### src/logic/decode_config.svh
`ifndef DECODE_CONFIG_SVH
`define DECODE_CONFIG_SVH

// width of a data word and of the immediate.
`define DATA_LEN 32

// width of an architectural register number.
`define REG_SEL_LEN 5

// APB byte address width that reaches the three word registers.
`define APB_ADDR_LEN 4

`endif

### src/logic/rv_isa_pkg.sv
`default_nettype none

`include "decode_config.svh"

package rv_isa_pkg;

    typedef logic [31:0]               insn_t;
    typedef logic [`DATA_LEN-1:0]      data_t;
    typedef logic [`REG_SEL_LEN-1:0]   reg_sel_t;

    // major opcodes in bits 6:0 of the instruction word.
    typedef enum logic [6:0] {
        OPC_LOAD     = 7'b0000011,
        OPC_STORE    = 7'b0100011,
        OPC_OP       = 7'b0110011,
        OPC_OP_IMM   = 7'b0010011,
        OPC_LUI      = 7'b0110111,
        OPC_AUIPC    = 7'b0010111,
        OPC_JAL      = 7'b1101111,
        OPC_JALR     = 7'b1100111,
        OPC_BRANCH   = 7'b1100011,
        OPC_MISC_MEM = 7'b0001111
    } opcode_e;

    localparam logic [6:0] F7_BASE   = 7'b0000000;  // plain ALU and shift forms.
    localparam logic [6:0] F7_ALT    = 7'b0100000;  // SUB and SRA.
    localparam logic [6:0] F7_MULDIV = 7'b0000001;  // M extension.

endpackage

`default_nettype wire

### src/logic/decode_ctrl_pkg.sv
`default_nettype none

package decode_ctrl_pkg;

    typedef logic [2:0] imm_type_t;
    localparam imm_type_t IMM_NONE = 3'd0;  // zero so a cleared entry carries no immediate.
    localparam imm_type_t IMM_I    = 3'd1;
    localparam imm_type_t IMM_S    = 3'd2;
    localparam imm_type_t IMM_B    = 3'd3;
    localparam imm_type_t IMM_U    = 3'd4;
    localparam imm_type_t IMM_J    = 3'd5;

    typedef logic [1:0] src_a_sel_t;
    localparam src_a_sel_t SRC_A_RS1  = 2'd0;
    localparam src_a_sel_t SRC_A_PC   = 2'd1;
    localparam src_a_sel_t SRC_A_ZERO = 2'd2;

    typedef logic [1:0] src_b_sel_t;
    localparam src_b_sel_t SRC_B_RS2  = 2'd0;
    localparam src_b_sel_t SRC_B_IMM  = 2'd1;
    localparam src_b_sel_t SRC_B_FOUR = 2'd2;

    // register forms use {funct7[5], funct3} directly as the code.
    typedef logic [3:0] alu_op_t;
    localparam alu_op_t ALU_ADD  = 4'b0000;
    localparam alu_op_t ALU_SLL  = 4'b0001;
    localparam alu_op_t ALU_SLT  = 4'b0010;
    localparam alu_op_t ALU_SLTU = 4'b0011;
    localparam alu_op_t ALU_XOR  = 4'b0100;
    localparam alu_op_t ALU_SRL  = 4'b0101;
    localparam alu_op_t ALU_OR   = 4'b0110;
    localparam alu_op_t ALU_AND  = 4'b0111;
    localparam alu_op_t ALU_SUB  = 4'b1000;
    localparam alu_op_t ALU_GE   = 4'b1001;
    localparam alu_op_t ALU_EQ   = 4'b1010;
    localparam alu_op_t ALU_NE   = 4'b1011;
    localparam alu_op_t ALU_LT   = 4'b1100;
    localparam alu_op_t ALU_SRA  = 4'b1101;
    localparam alu_op_t ALU_LTU  = 4'b1110;
    localparam alu_op_t ALU_GEU  = 4'b1111;

    typedef logic [1:0] rs_ent_t;
    localparam rs_ent_t RS_ENT_ALU    = 2'd0;
    localparam rs_ent_t RS_ENT_MUL    = 2'd1;
    localparam rs_ent_t RS_ENT_LDST   = 2'd2;
    localparam rs_ent_t RS_ENT_BRANCH = 2'd3;

    typedef logic mem_type_t;
    localparam mem_type_t MEM_LOAD  = 1'b0;
    localparam mem_type_t MEM_STORE = 1'b1;

    typedef logic md_op_t;
    localparam md_op_t MD_OP_MUL = 1'b0;
    localparam md_op_t MD_OP_DIV = 1'b1;

    typedef logic [1:0] md_out_sel_t;
    localparam md_out_sel_t MD_OUT_LO  = 2'd0;
    localparam md_out_sel_t MD_OUT_HI  = 2'd1;
    localparam md_out_sel_t MD_OUT_REM = 2'd2;

endpackage

`default_nettype wire

### src/logic/inst_decoder.sv
`timescale 1ns/10ps
`default_nettype none

module inst_decoder (
    input  rv_isa_pkg::insn_t            inst_i,
    input  logic                         m_ext_en_i,
    output decode_ctrl_pkg::imm_type_t   imm_type_o,
    output rv_isa_pkg::reg_sel_t         rs1_o,
    output rv_isa_pkg::reg_sel_t         rs2_o,
    output rv_isa_pkg::reg_sel_t         rd_o,
    output decode_ctrl_pkg::src_a_sel_t  src_a_sel_o,
    output decode_ctrl_pkg::src_b_sel_t  src_b_sel_o,
    output logic                         wr_reg_o,
    output logic                         uses_rs1_o,
    output logic                         uses_rs2_o,
    output logic                         illegal_o,
    output decode_ctrl_pkg::alu_op_t     alu_op_o,
    output decode_ctrl_pkg::rs_ent_t     rs_ent_o,
    output logic [2:0]                   dmem_size_o,
    output decode_ctrl_pkg::mem_type_t   dmem_type_o,
    output decode_ctrl_pkg::md_op_t      md_op_o,
    output logic                         md_a_signed_o,
    output logic                         md_b_signed_o,
    output decode_ctrl_pkg::md_out_sel_t md_out_sel_o
);
    import rv_isa_pkg::*;
    import decode_ctrl_pkg::*;

    opcode_e    opcode;
    logic [2:0] funct3;
    logic [6:0] funct7;
    logic       wr_en;  // the class writes rd if the encoding is legal.

    assign opcode      = opcode_e'(inst_i[6:0]);
    assign funct3      = inst_i[14:12];
    assign funct7      = inst_i[31:25];
    assign rs1_o       = inst_i[19:15];
    assign rs2_o       = inst_i[24:20];
    assign rd_o        = inst_i[11:7];
    assign dmem_size_o = funct3;  // byte, half or word with the sign bit in bit 2.
    assign wr_reg_o    = wr_en && !illegal_o && (rd_o != '0);

    always_comb begin
        imm_type_o    = IMM_I;
        src_a_sel_o   = SRC_A_RS1;
        src_b_sel_o   = SRC_B_IMM;
        wr_en         = 1'b0;
        uses_rs1_o    = 1'b1;
        uses_rs2_o    = 1'b0;
        illegal_o     = 1'b0;
        alu_op_o      = ALU_ADD;
        rs_ent_o      = RS_ENT_ALU;
        dmem_type_o   = MEM_LOAD;
        md_op_o       = MD_OP_MUL;
        md_a_signed_o = 1'b0;
        md_b_signed_o = 1'b0;
        md_out_sel_o  = MD_OUT_LO;
        case (opcode)
            OPC_LUI, OPC_AUIPC: begin
                imm_type_o  = IMM_U;
                src_a_sel_o = (opcode == OPC_LUI) ? SRC_A_ZERO : SRC_A_PC;
                uses_rs1_o  = 1'b0;
                wr_en       = 1'b1;
            end
            OPC_JAL, OPC_JALR: begin
                imm_type_o  = (opcode == OPC_JAL) ? IMM_J : IMM_I;
                src_a_sel_o = SRC_A_PC;  // the ALU forms the link value pc + 4.
                src_b_sel_o = SRC_B_FOUR;
                uses_rs1_o  = (opcode == OPC_JALR);
                rs_ent_o    = RS_ENT_BRANCH;
                wr_en       = 1'b1;
                illegal_o   = (opcode == OPC_JALR) && (funct3 != 3'b000);
            end
            OPC_BRANCH: begin
                imm_type_o  = IMM_B;
                src_b_sel_o = SRC_B_RS2;
                uses_rs2_o  = 1'b1;
                rs_ent_o    = RS_ENT_BRANCH;
                case (funct3)
                    3'b000:  alu_op_o = ALU_EQ;
                    3'b001:  alu_op_o = ALU_NE;
                    3'b100:  alu_op_o = ALU_LT;
                    3'b101:  alu_op_o = ALU_GE;
                    3'b110:  alu_op_o = ALU_LTU;
                    3'b111:  alu_op_o = ALU_GEU;
                    default: illegal_o = 1'b1;
                endcase
            end
            OPC_LOAD: begin
                rs_ent_o  = RS_ENT_LDST;
                wr_en     = 1'b1;
                illegal_o = (funct3 == 3'b011) || (funct3[2:1] == 2'b11);
            end
            OPC_STORE: begin
                imm_type_o  = IMM_S;
                uses_rs2_o  = 1'b1;
                rs_ent_o    = RS_ENT_LDST;
                dmem_type_o = MEM_STORE;
                illegal_o   = funct3[2] || (funct3 == 3'b011);
            end
            OPC_OP_IMM: begin
                wr_en    = 1'b1;
                alu_op_o = {1'b0, funct3};
                if (funct3 == 3'b001) begin
                    illegal_o = (funct7 != F7_BASE);
                end else if (funct3 == 3'b101) begin
                    alu_op_o  = {funct7[5], funct3};  // SRLI or SRAI.
                    illegal_o = (funct7 != F7_BASE) && (funct7 != F7_ALT);
                end
            end
            OPC_OP: begin
                imm_type_o  = IMM_NONE;
                src_b_sel_o = SRC_B_RS2;
                uses_rs2_o  = 1'b1;
                wr_en       = 1'b1;
                if (funct7 == F7_MULDIV) begin
                    illegal_o     = !m_ext_en_i;
                    rs_ent_o      = RS_ENT_MUL;
                    md_op_o       = funct3[2] ? MD_OP_DIV : MD_OP_MUL;
                    md_a_signed_o = funct3[2] ? !funct3[0] : (funct3[1:0] != 2'b11);
                    md_b_signed_o = funct3[2] ? !funct3[0] : !funct3[1];
                    if (funct3[2])
                        md_out_sel_o = funct3[1] ? MD_OUT_REM : MD_OUT_LO;
                    else
                        md_out_sel_o = (funct3[1:0] == 2'b00) ? MD_OUT_LO : MD_OUT_HI;
                end else begin
                    alu_op_o  = {funct7[5], funct3};
                    illegal_o = !((funct7 == F7_BASE) ||
                                  ((funct7 == F7_ALT) && (funct3 == 3'b000 || funct3 == 3'b101)));
                end
            end
            OPC_MISC_MEM: begin
                // FENCE issues as a no-op in the ALU station.
                imm_type_o = IMM_NONE;
                uses_rs1_o = 1'b0;
                illegal_o  = (funct3 != 3'b000);
            end
            default: begin
                uses_rs1_o = 1'b0;
                illegal_o  = 1'b1;
            end
        endcase
    end

endmodule

`default_nettype wire

### src/logic/imm_decoder.sv
`timescale 1ns/10ps
`default_nettype none

`include "decode_config.svh"

module imm_decoder (
    input  rv_isa_pkg::insn_t          inst_i,
    input  decode_ctrl_pkg::imm_type_t imm_type_i,
    output rv_isa_pkg::data_t          imm_o
);
    import decode_ctrl_pkg::*;

    logic sign;

    assign sign = inst_i[31];  // every format takes its sign from bit 31.

    always_comb begin
        case (imm_type_i)
            IMM_I: imm_o = {{(`DATA_LEN-12){sign}}, inst_i[31:20]};
            IMM_S: imm_o = {{(`DATA_LEN-12){sign}}, inst_i[31:25], inst_i[11:7]};
            IMM_B: begin
                imm_o = {{(`DATA_LEN-13){sign}}, sign, inst_i[7], inst_i[30:25],
                         inst_i[11:8], 1'b0};
            end
            IMM_U: imm_o = {inst_i[31:12], 12'b0};
            IMM_J: begin
                imm_o = {{(`DATA_LEN-21){sign}}, sign, inst_i[19:12], inst_i[20],
                         inst_i[30:21], 1'b0};
            end
            default: imm_o = '0;
        endcase
    end

endmodule

`default_nettype wire

### src/logic/id_stage.sv
`timescale 1ns/10ps
`default_nettype none

module id_stage (
    input  logic                         clk_i,
    input  logic                         rst_i,
    input  rv_isa_pkg::insn_t            inst_i,
    input  logic                         inst_valid_i,
    input  logic                         stall_dp_i,
    input  logic                         kill_id_i,
    input  logic                         m_ext_en_i,
    output logic                         valid_o,
    output rv_isa_pkg::data_t            imm_o,
    output decode_ctrl_pkg::imm_type_t   imm_type_o,
    output rv_isa_pkg::reg_sel_t         rs1_o,
    output rv_isa_pkg::reg_sel_t         rs2_o,
    output rv_isa_pkg::reg_sel_t         rd_o,
    output decode_ctrl_pkg::src_a_sel_t  src_a_sel_o,
    output decode_ctrl_pkg::src_b_sel_t  src_b_sel_o,
    output logic                         wr_reg_o,
    output logic                         uses_rs1_o,
    output logic                         uses_rs2_o,
    output logic                         illegal_o,
    output decode_ctrl_pkg::alu_op_t     alu_op_o,
    output decode_ctrl_pkg::rs_ent_t     rs_ent_o,
    output logic [2:0]                   dmem_size_o,
    output decode_ctrl_pkg::mem_type_t   dmem_type_o,
    output decode_ctrl_pkg::md_op_t      md_op_o,
    output logic                         md_a_signed_o,
    output logic                         md_b_signed_o,
    output decode_ctrl_pkg::md_out_sel_t md_out_sel_o,
    output logic                         load_valid_o,
    output logic                         load_illegal_o
);
    import rv_isa_pkg::*;
    import decode_ctrl_pkg::*;

    data_t       dec_imm;
    imm_type_t   dec_imm_type;
    reg_sel_t    dec_rs1;
    reg_sel_t    dec_rs2;
    reg_sel_t    dec_rd;
    src_a_sel_t  dec_src_a_sel;
    src_b_sel_t  dec_src_b_sel;
    logic        dec_wr_reg;
    logic        dec_uses_rs1;
    logic        dec_uses_rs2;
    logic        dec_illegal;
    alu_op_t     dec_alu_op;
    rs_ent_t     dec_rs_ent;
    logic [2:0]  dec_dmem_size;
    mem_type_t   dec_dmem_type;
    md_op_t      dec_md_op;
    logic        dec_md_a_signed;
    logic        dec_md_b_signed;
    md_out_sel_t dec_md_out_sel;
    logic        clr;

    inst_decoder u_inst_decoder (
        .inst_i        (inst_i),
        .m_ext_en_i    (m_ext_en_i),
        .imm_type_o    (dec_imm_type),
        .rs1_o         (dec_rs1),
        .rs2_o         (dec_rs2),
        .rd_o          (dec_rd),
        .src_a_sel_o   (dec_src_a_sel),
        .src_b_sel_o   (dec_src_b_sel),
        .wr_reg_o      (dec_wr_reg),
        .uses_rs1_o    (dec_uses_rs1),
        .uses_rs2_o    (dec_uses_rs2),
        .illegal_o     (dec_illegal),
        .alu_op_o      (dec_alu_op),
        .rs_ent_o      (dec_rs_ent),
        .dmem_size_o   (dec_dmem_size),
        .dmem_type_o   (dec_dmem_type),
        .md_op_o       (dec_md_op),
        .md_a_signed_o (dec_md_a_signed),
        .md_b_signed_o (dec_md_b_signed),
        .md_out_sel_o  (dec_md_out_sel)
    );

    imm_decoder u_imm_decoder (
        .inst_i     (inst_i),
        .imm_type_i (dec_imm_type),
        .imm_o      (dec_imm)
    );

    assign clr = rst_i || kill_id_i;  // kill wins over a dispatch stall.

    always_ff @(posedge clk_i) begin
        if (clr || !stall_dp_i) begin
            valid_o       <= clr ? 1'b0 : inst_valid_i;
            imm_o         <= clr ? '0 : dec_imm;
            imm_type_o    <= clr ? '0 : dec_imm_type;
            rs1_o         <= clr ? '0 : dec_rs1;
            rs2_o         <= clr ? '0 : dec_rs2;
            rd_o          <= clr ? '0 : dec_rd;
            src_a_sel_o   <= clr ? '0 : dec_src_a_sel;
            src_b_sel_o   <= clr ? '0 : dec_src_b_sel;
            wr_reg_o      <= clr ? 1'b0 : dec_wr_reg;
            uses_rs1_o    <= clr ? 1'b0 : dec_uses_rs1;
            uses_rs2_o    <= clr ? 1'b0 : dec_uses_rs2;
            illegal_o     <= clr ? 1'b0 : dec_illegal;
            alu_op_o      <= clr ? '0 : dec_alu_op;
            rs_ent_o      <= clr ? '0 : dec_rs_ent;
            dmem_size_o   <= clr ? '0 : dec_dmem_size;
            dmem_type_o   <= clr ? '0 : dec_dmem_type;
            md_op_o       <= clr ? '0 : dec_md_op;
            md_a_signed_o <= clr ? 1'b0 : dec_md_a_signed;
            md_b_signed_o <= clr ? 1'b0 : dec_md_b_signed;
            md_out_sel_o  <= clr ? '0 : dec_md_out_sel;
        end
    end

    // one pulse per valid entry written, so a held entry is counted once.
    always_ff @(posedge clk_i) begin
        if (clr || stall_dp_i) begin
            load_valid_o   <= 1'b0;
            load_illegal_o <= 1'b0;
        end else begin
            load_valid_o   <= inst_valid_i;
            load_illegal_o <= inst_valid_i && dec_illegal;
        end
    end

endmodule

`default_nettype wire

### src/logic/decode_csr_apb.sv
`timescale 1ns/10ps
`default_nettype none

`include "decode_config.svh"

module decode_csr_apb (
    input  logic                     clk_i,
    input  logic                     rst_i,
    input  logic                     psel_i,
    input  logic                     penable_i,
    input  logic                     pwrite_i,
    input  logic [`APB_ADDR_LEN-1:0] paddr_i,
    input  rv_isa_pkg::data_t        pwdata_i,
    output rv_isa_pkg::data_t        prdata_o,
    output logic                     pready_o,
    output logic                     pslverr_o,
    input  logic                     load_valid_i,
    input  logic                     load_illegal_i,
    output logic                     m_ext_en_o
);
    import rv_isa_pkg::*;

    localparam logic [`APB_ADDR_LEN-1:0] ADDR_CTRL      = 'h0;
    localparam logic [`APB_ADDR_LEN-1:0] ADDR_DEC_COUNT = 'h4;
    localparam logic [`APB_ADDR_LEN-1:0] ADDR_ILL_COUNT = 'h8;

    logic       access;
    logic       wr;
    logic [1:0] cnt_inc;
    logic [1:0] cnt_clr;
    data_t      cnt_q [2];  // entry 0 counts decodes, entry 1 counts illegal ones.

    assign access   = psel_i && penable_i;
    assign wr       = access && pwrite_i;
    assign pready_o = 1'b1;  // no wait states.

    assign cnt_inc = {load_illegal_i, load_valid_i};
    assign cnt_clr = {wr && (paddr_i == ADDR_ILL_COUNT), wr && (paddr_i == ADDR_DEC_COUNT)};

    always_ff @(posedge clk_i) begin
        if (rst_i)
            m_ext_en_o <= 1'b1;
        else if (wr && (paddr_i == ADDR_CTRL))
            m_ext_en_o <= pwdata_i[0];
    end

    always_ff @(posedge clk_i) begin
        for (int i = 0; i < 2; i++) begin
            if (rst_i || cnt_clr[i])
                cnt_q[i] <= '0;
            else if (cnt_inc[i] && (cnt_q[i] != '1))
                cnt_q[i] <= cnt_q[i] + 1'b1;  // saturates at all ones.
        end
    end

    always_comb begin
        prdata_o  = '0;
        pslverr_o = 1'b0;
        case (paddr_i)
            ADDR_CTRL:      prdata_o[0] = m_ext_en_o;
            ADDR_DEC_COUNT: prdata_o = cnt_q[0];
            ADDR_ILL_COUNT: prdata_o = cnt_q[1];
            default:        pslverr_o = access;  // unmapped address.
        endcase
    end

endmodule

`default_nettype wire

### src/logic/decode_unit_top.sv
`timescale 1ns/10ps
`default_nettype none

`include "decode_config.svh"

module decode_unit_top (
    input  logic                         clk_i,
    input  logic                         rst_i,
    input  rv_isa_pkg::insn_t            inst_i,
    input  logic                         inst_valid_i,
    input  logic                         stall_dp_i,
    input  logic                         kill_id_i,
    input  logic                         psel_i,
    input  logic                         penable_i,
    input  logic                         pwrite_i,
    input  logic [`APB_ADDR_LEN-1:0]     paddr_i,
    input  rv_isa_pkg::data_t            pwdata_i,
    output rv_isa_pkg::data_t            prdata_o,
    output logic                         pready_o,
    output logic                         pslverr_o,
    output logic                         valid_o,
    output rv_isa_pkg::data_t            imm_o,
    output decode_ctrl_pkg::imm_type_t   imm_type_o,
    output rv_isa_pkg::reg_sel_t         rs1_o,
    output rv_isa_pkg::reg_sel_t         rs2_o,
    output rv_isa_pkg::reg_sel_t         rd_o,
    output decode_ctrl_pkg::src_a_sel_t  src_a_sel_o,
    output decode_ctrl_pkg::src_b_sel_t  src_b_sel_o,
    output logic                         wr_reg_o,
    output logic                         uses_rs1_o,
    output logic                         uses_rs2_o,
    output logic                         illegal_o,
    output decode_ctrl_pkg::alu_op_t     alu_op_o,
    output decode_ctrl_pkg::rs_ent_t     rs_ent_o,
    output logic [2:0]                   dmem_size_o,
    output decode_ctrl_pkg::mem_type_t   dmem_type_o,
    output decode_ctrl_pkg::md_op_t      md_op_o,
    output logic                         md_a_signed_o,
    output logic                         md_b_signed_o,
    output decode_ctrl_pkg::md_out_sel_t md_out_sel_o
);
    logic m_ext_en;
    logic load_valid;
    logic load_illegal;

    // all other ports share their names with the top level.
    id_stage u_id_stage (
        .*,
        .m_ext_en_i     (m_ext_en),
        .load_valid_o   (load_valid),
        .load_illegal_o (load_illegal)
    );

    decode_csr_apb u_decode_csr_apb (
        .*,
        .load_valid_i   (load_valid),
        .load_illegal_i (load_illegal),
        .m_ext_en_o     (m_ext_en)
    );

endmodule

`default_nettype wire

### config.mk
export PLATFORM = sky130hd
export DESIGN_NAME = decode_unit_top
export DESIGN_NICKNAME = d
export VERILOG_FILES = /design/src/logic/rv_isa_pkg.sv /design/src/logic/decode_ctrl_pkg.sv /design/src/logic/inst_decoder.sv /design/src/logic/imm_decoder.sv /design/src/logic/id_stage.sv /design/src/logic/decode_csr_apb.sv /design/src/logic/decode_unit_top.sv
export VERILOG_INCLUDE_DIRS = /design/src /design/src/logic
export SDC_FILE = /design/constraint.sdc
export NUM_CORES = 1
export LEC_CHECK = 0
export ABC_AREA = 1
export BUFFER_PORTS_ARGS = -buffer_cell sky130_fd_sc_hd__buf_4
export CAP_MARGIN = 15
export CORE_MARGIN = 1.5
export CORE_UTILIZATION = 30
export CTS_BUF_LIST = sky130_fd_sc_hd__clkbuf_2 sky130_fd_sc_hd__clkbuf_4 sky130_fd_sc_hd__clkbuf_8
export DETAILED_ROUTE_END_ITERATION = 12
export GPL_TIMING_DRIVEN = 0
export PLACE_DENSITY = 0.59
export SLEW_MARGIN = 15
export SYNTH_ARGS = -nofsm -noshare
export SYNTH_HDL_FRONTEND = slang
export SYNTH_HIERARCHICAL = 1
export SYNTH_SLANG_ARGS = --single-unit
### constraint.sdc
create_clock -name clk_i -period 5 [get_ports clk_i]
set_input_delay 0.25 -clock clk_i [delete_from_list [all_inputs] [get_ports clk_i]]
set_output_delay 0.25 -clock clk_i [all_outputs]
set_load 0.02 [all_outputs]
==> results.md <==
* Leakage power at 4.799 nW
* DR iter-0 viols at 598
* Post-DR vias/cell at 4.564
* Post-Syn Area at 9256 µm²
* Area of the die at 31,920 µm²
* Internal at 1.964 mW
* Place WS at 2551 ps
* Post-synth top area share at 0.4477
* Slew @ Worst Pin at 953.7 ps
* Max_slew headroom at 0.3593
* Routed via count at 7,691
* Finished Core Util at 0.3702
* Synth-to-Final Area Change at 22.01%
* Routed Antenna Nets at 0
* Die width at 178.7 µm
* Initial antenna violation count at 0
* Final Cycle Share at 0.4588
* First-pass GRT wire length at 40,350 µm
* Slew Viols, Final at 0
* Port Buffer Count at 149
* Post-route DRC violation count at 0
* Total core area at 30,510 µm²
* Drt pass-1 iters at 6
* Largest area contributor in the netlist: edfxtp_1
* Dpl hpwl at 20,200 µm
* Placed instance count at 1,653
* Kind of path behind the tightest hold check: in -> reg
* Min cycle time layout at 2294 ps
* Average wire per standard cell at 15.45 µm
* Global-route usage over all layers at 0.1683
* Clock slew at reported path FFs at 80 ps
* Layout cell share with drive strength beyond 1 at 0.2770
* Synthesized Nets at 1,184
* Crit Path Class: reg -> reg
* Synthesized flop and latch total at 141
* Max VDD drop at 135.7 µV
* Fmax at 0.4359 GHz
* Sequential area share after synthesis at 0.4542
* Crit. End Element: register
* Worst-case clock buffer depth at 2
* Num CTS Buffers at 17
* Total negative slack at 0 ps
* Required time worst endpoint at 5020 ps
* Crit path DAT at 2310 ps
* Net Sw Frac at 0.2792
* Most frequent cells in the layout: nand2_1, buf_4, inv_1
* PostCTS Resize Cnt at 0
* Final hold vios at 0
* Syn_area_per_cell at 8.369 µm²
* Initial Utilization at 0.3034
* # rows at 64
* CTS H-tree lvls at 4
* Cell Pwr Density at 241.3 nW/µm²
* Vias in the first global route at 7,493
* Cells after synthesis at 1,106
* Worst setup SP type: register
* Max-cap viol count at 0
* Worst Min Path Start: rst_i
* Fillers at 3,125
* Final #Nets at 1,355
* Io pins at 184
* Minimum hold slack at 41.95 ps
* Cell Count, Final, Fillers Out at 1,685
* Sw Pwr at 760.9 µW
* Final Skew at 15.43 ps
* RR Startpoint: u_decode_csr_apb/cnt_q[1][0]
* Critical Path Fanout Max at 32
* Comb pwr share at 0.158
* Clock network fraction of total power at 0.326
* GPL Wtd Cong at 0.8758
* Final Worst Setup Slack at 2706 ps
* Clk_lat worst skew at 460 ps
* Clock Root Buffer: clkbuf_8
* Cell variety after synth at 39
* Setup violations, final at 0
* Total gr overflow at 0
* Synth warn at 6
* N_diodes at 0
* Synth area leaders: edfxtp_1, nand2_1, nor2_4, inv_1, nor2_1
* CTS tree: yes
* Die Height at 178.7 µm
* CP startpoint: u_decode_csr_apb/cnt_q[1][0]
* Largest net degree at the start of global routing at 58
* # clock sinks at 141
* Status: finished clean
* RSZ-0062 raised after global routing: false
* Reg power frac at 0.517
* Detailed Route WL at 26,040 µm
* Commonest non-fill, non-tap cell in the layout: nand2_1
==> flip-flops by register name, summed over array words and instances (netlist names), 3 cells and up <==
register and count:
u_decode_csr_apb/cnt_q 64, u_id_stage/alu_op_o 4, u_id_stage/dmem_size_o 3, u_id_stage/imm_o 32
u_id_stage/imm_type_o 3, u_id_stage/rd_o 5, u_id_stage/rs1_o 5, u_id_stage/rs2_o 5
==> worst max-delay path: stages (launching register included) <==
cell      delay (ps)
edfxtp_1         380
ha_1             200
nand2_1          100
nor2_4           140
nand2_2          110
nor2_4           210
nand2_2          140
nand2_1          100
nand2_2          450
==> routing by layer <==
metal | part of all wire | global-route usage
met1 | 0.42 | 0.2050
met2 | 0.48 | 0.2829
met3 | 0.092 | 0.06149
met4 | 0.0090 | 0.03750
met5 | 0 | 0
==> cell usage after synthesis <==
library cell	n
nand3b_1	2
nand2_2	5
nor2_8	1
nor2_1	160
nand3_2	3
nand4_1	7
o31ai_1	2
nand3_4	2
o211ai_1	1
nor3_2	1
o221ai_1	1
o21ai_0	10
and2_1	3
dfxtp_1	3
conb_1	1
and3_1	1
o22ai_1	24
inv_2	10
nand2_1	254
nand3_1	98
xnor2_1	5
a21oi_1	12
ha_1	2
nand2_4	1
a21oi_2	10
nor2_2	32
clkbuf_1	4
xor2_1	19
buf_12	9
o21ai_1	2
inv_1	172
buf_2	4
o211ai_2	1
buf_6	6
nor3_1	7
or3_1	1
edfxtp_1	138
nor2_4	66
buf_4	26
==> worst paths after layout <==
check	depth (start not counted)	slack, ps	to
setup / recovery	8	2710	u_decode_csr_apb/cnt_q[1][15]
hold / removal	3	40	u_decode_csr_apb/m_ext_en_o
setup reg to reg	8	2710	u_decode_csr_apb/cnt_q[1][15]
hold reg to reg	2	520	u_decode_csr_apb/m_ext_en_o
==> per-stage QoR <==
stage	power, mW	cell area [µm²]
finish	2.725	11290
detailed placement	1.866	10930
floorplan	1.685	9256
CTS	2.767	11290
global placement	1.861	10870
global route	2.848	11290
==> power groups by stage <==
stage	Combinational (mW)	Sequential [mW]	Clock, mW
3_3_place_gp	0.424	1.44	0
6_report	0.430	1.41	0.888
5_1_grt	0.469	1.42	0.964
2_1_floorplan	0.208	1.48	0
4_1_cts	0.435	1.41	0.924
3_5_place_dp	0.432	1.43	0
==> final cells by class <==
cell class                 count  area [µm²]  area share
buffer                        49       478.0     0.04232
sequential                   141        4204      0.3723
timing repair buffer         152        1176      0.1041
tap                          396       495.5     0.04387
inverter                     182       683.2     0.06049
clock buffer                  19       249.0     0.02205
clock inverter                12       103.9    0.009196
multi-input combinational    734        3904      0.3457
==> what timing repair did <==
action,CTS,global route
setup endpoints to repair,0,0
buffers inserted,0,0
hold buffers,1,0
endpoints found under the hold margin,1,0
==> cells by family (layout without fill, tap and decap cells) <==
group | Yosys count | in the layout | synth area share
simple gates | 644 | 644 | 0.3512
buf+inv | 231 | 414 | 0.1254
flops | 141 | 141 | 0.4542
compound gates | 63 | 63 | 0.04339
xor+xnor | 24 | 24 | 0.02271
fa+ha+maj | 2 | 2 | 0.002703
other cells | 1 | 1 | 0.0004051
Power figures use the tool's default switching activity.
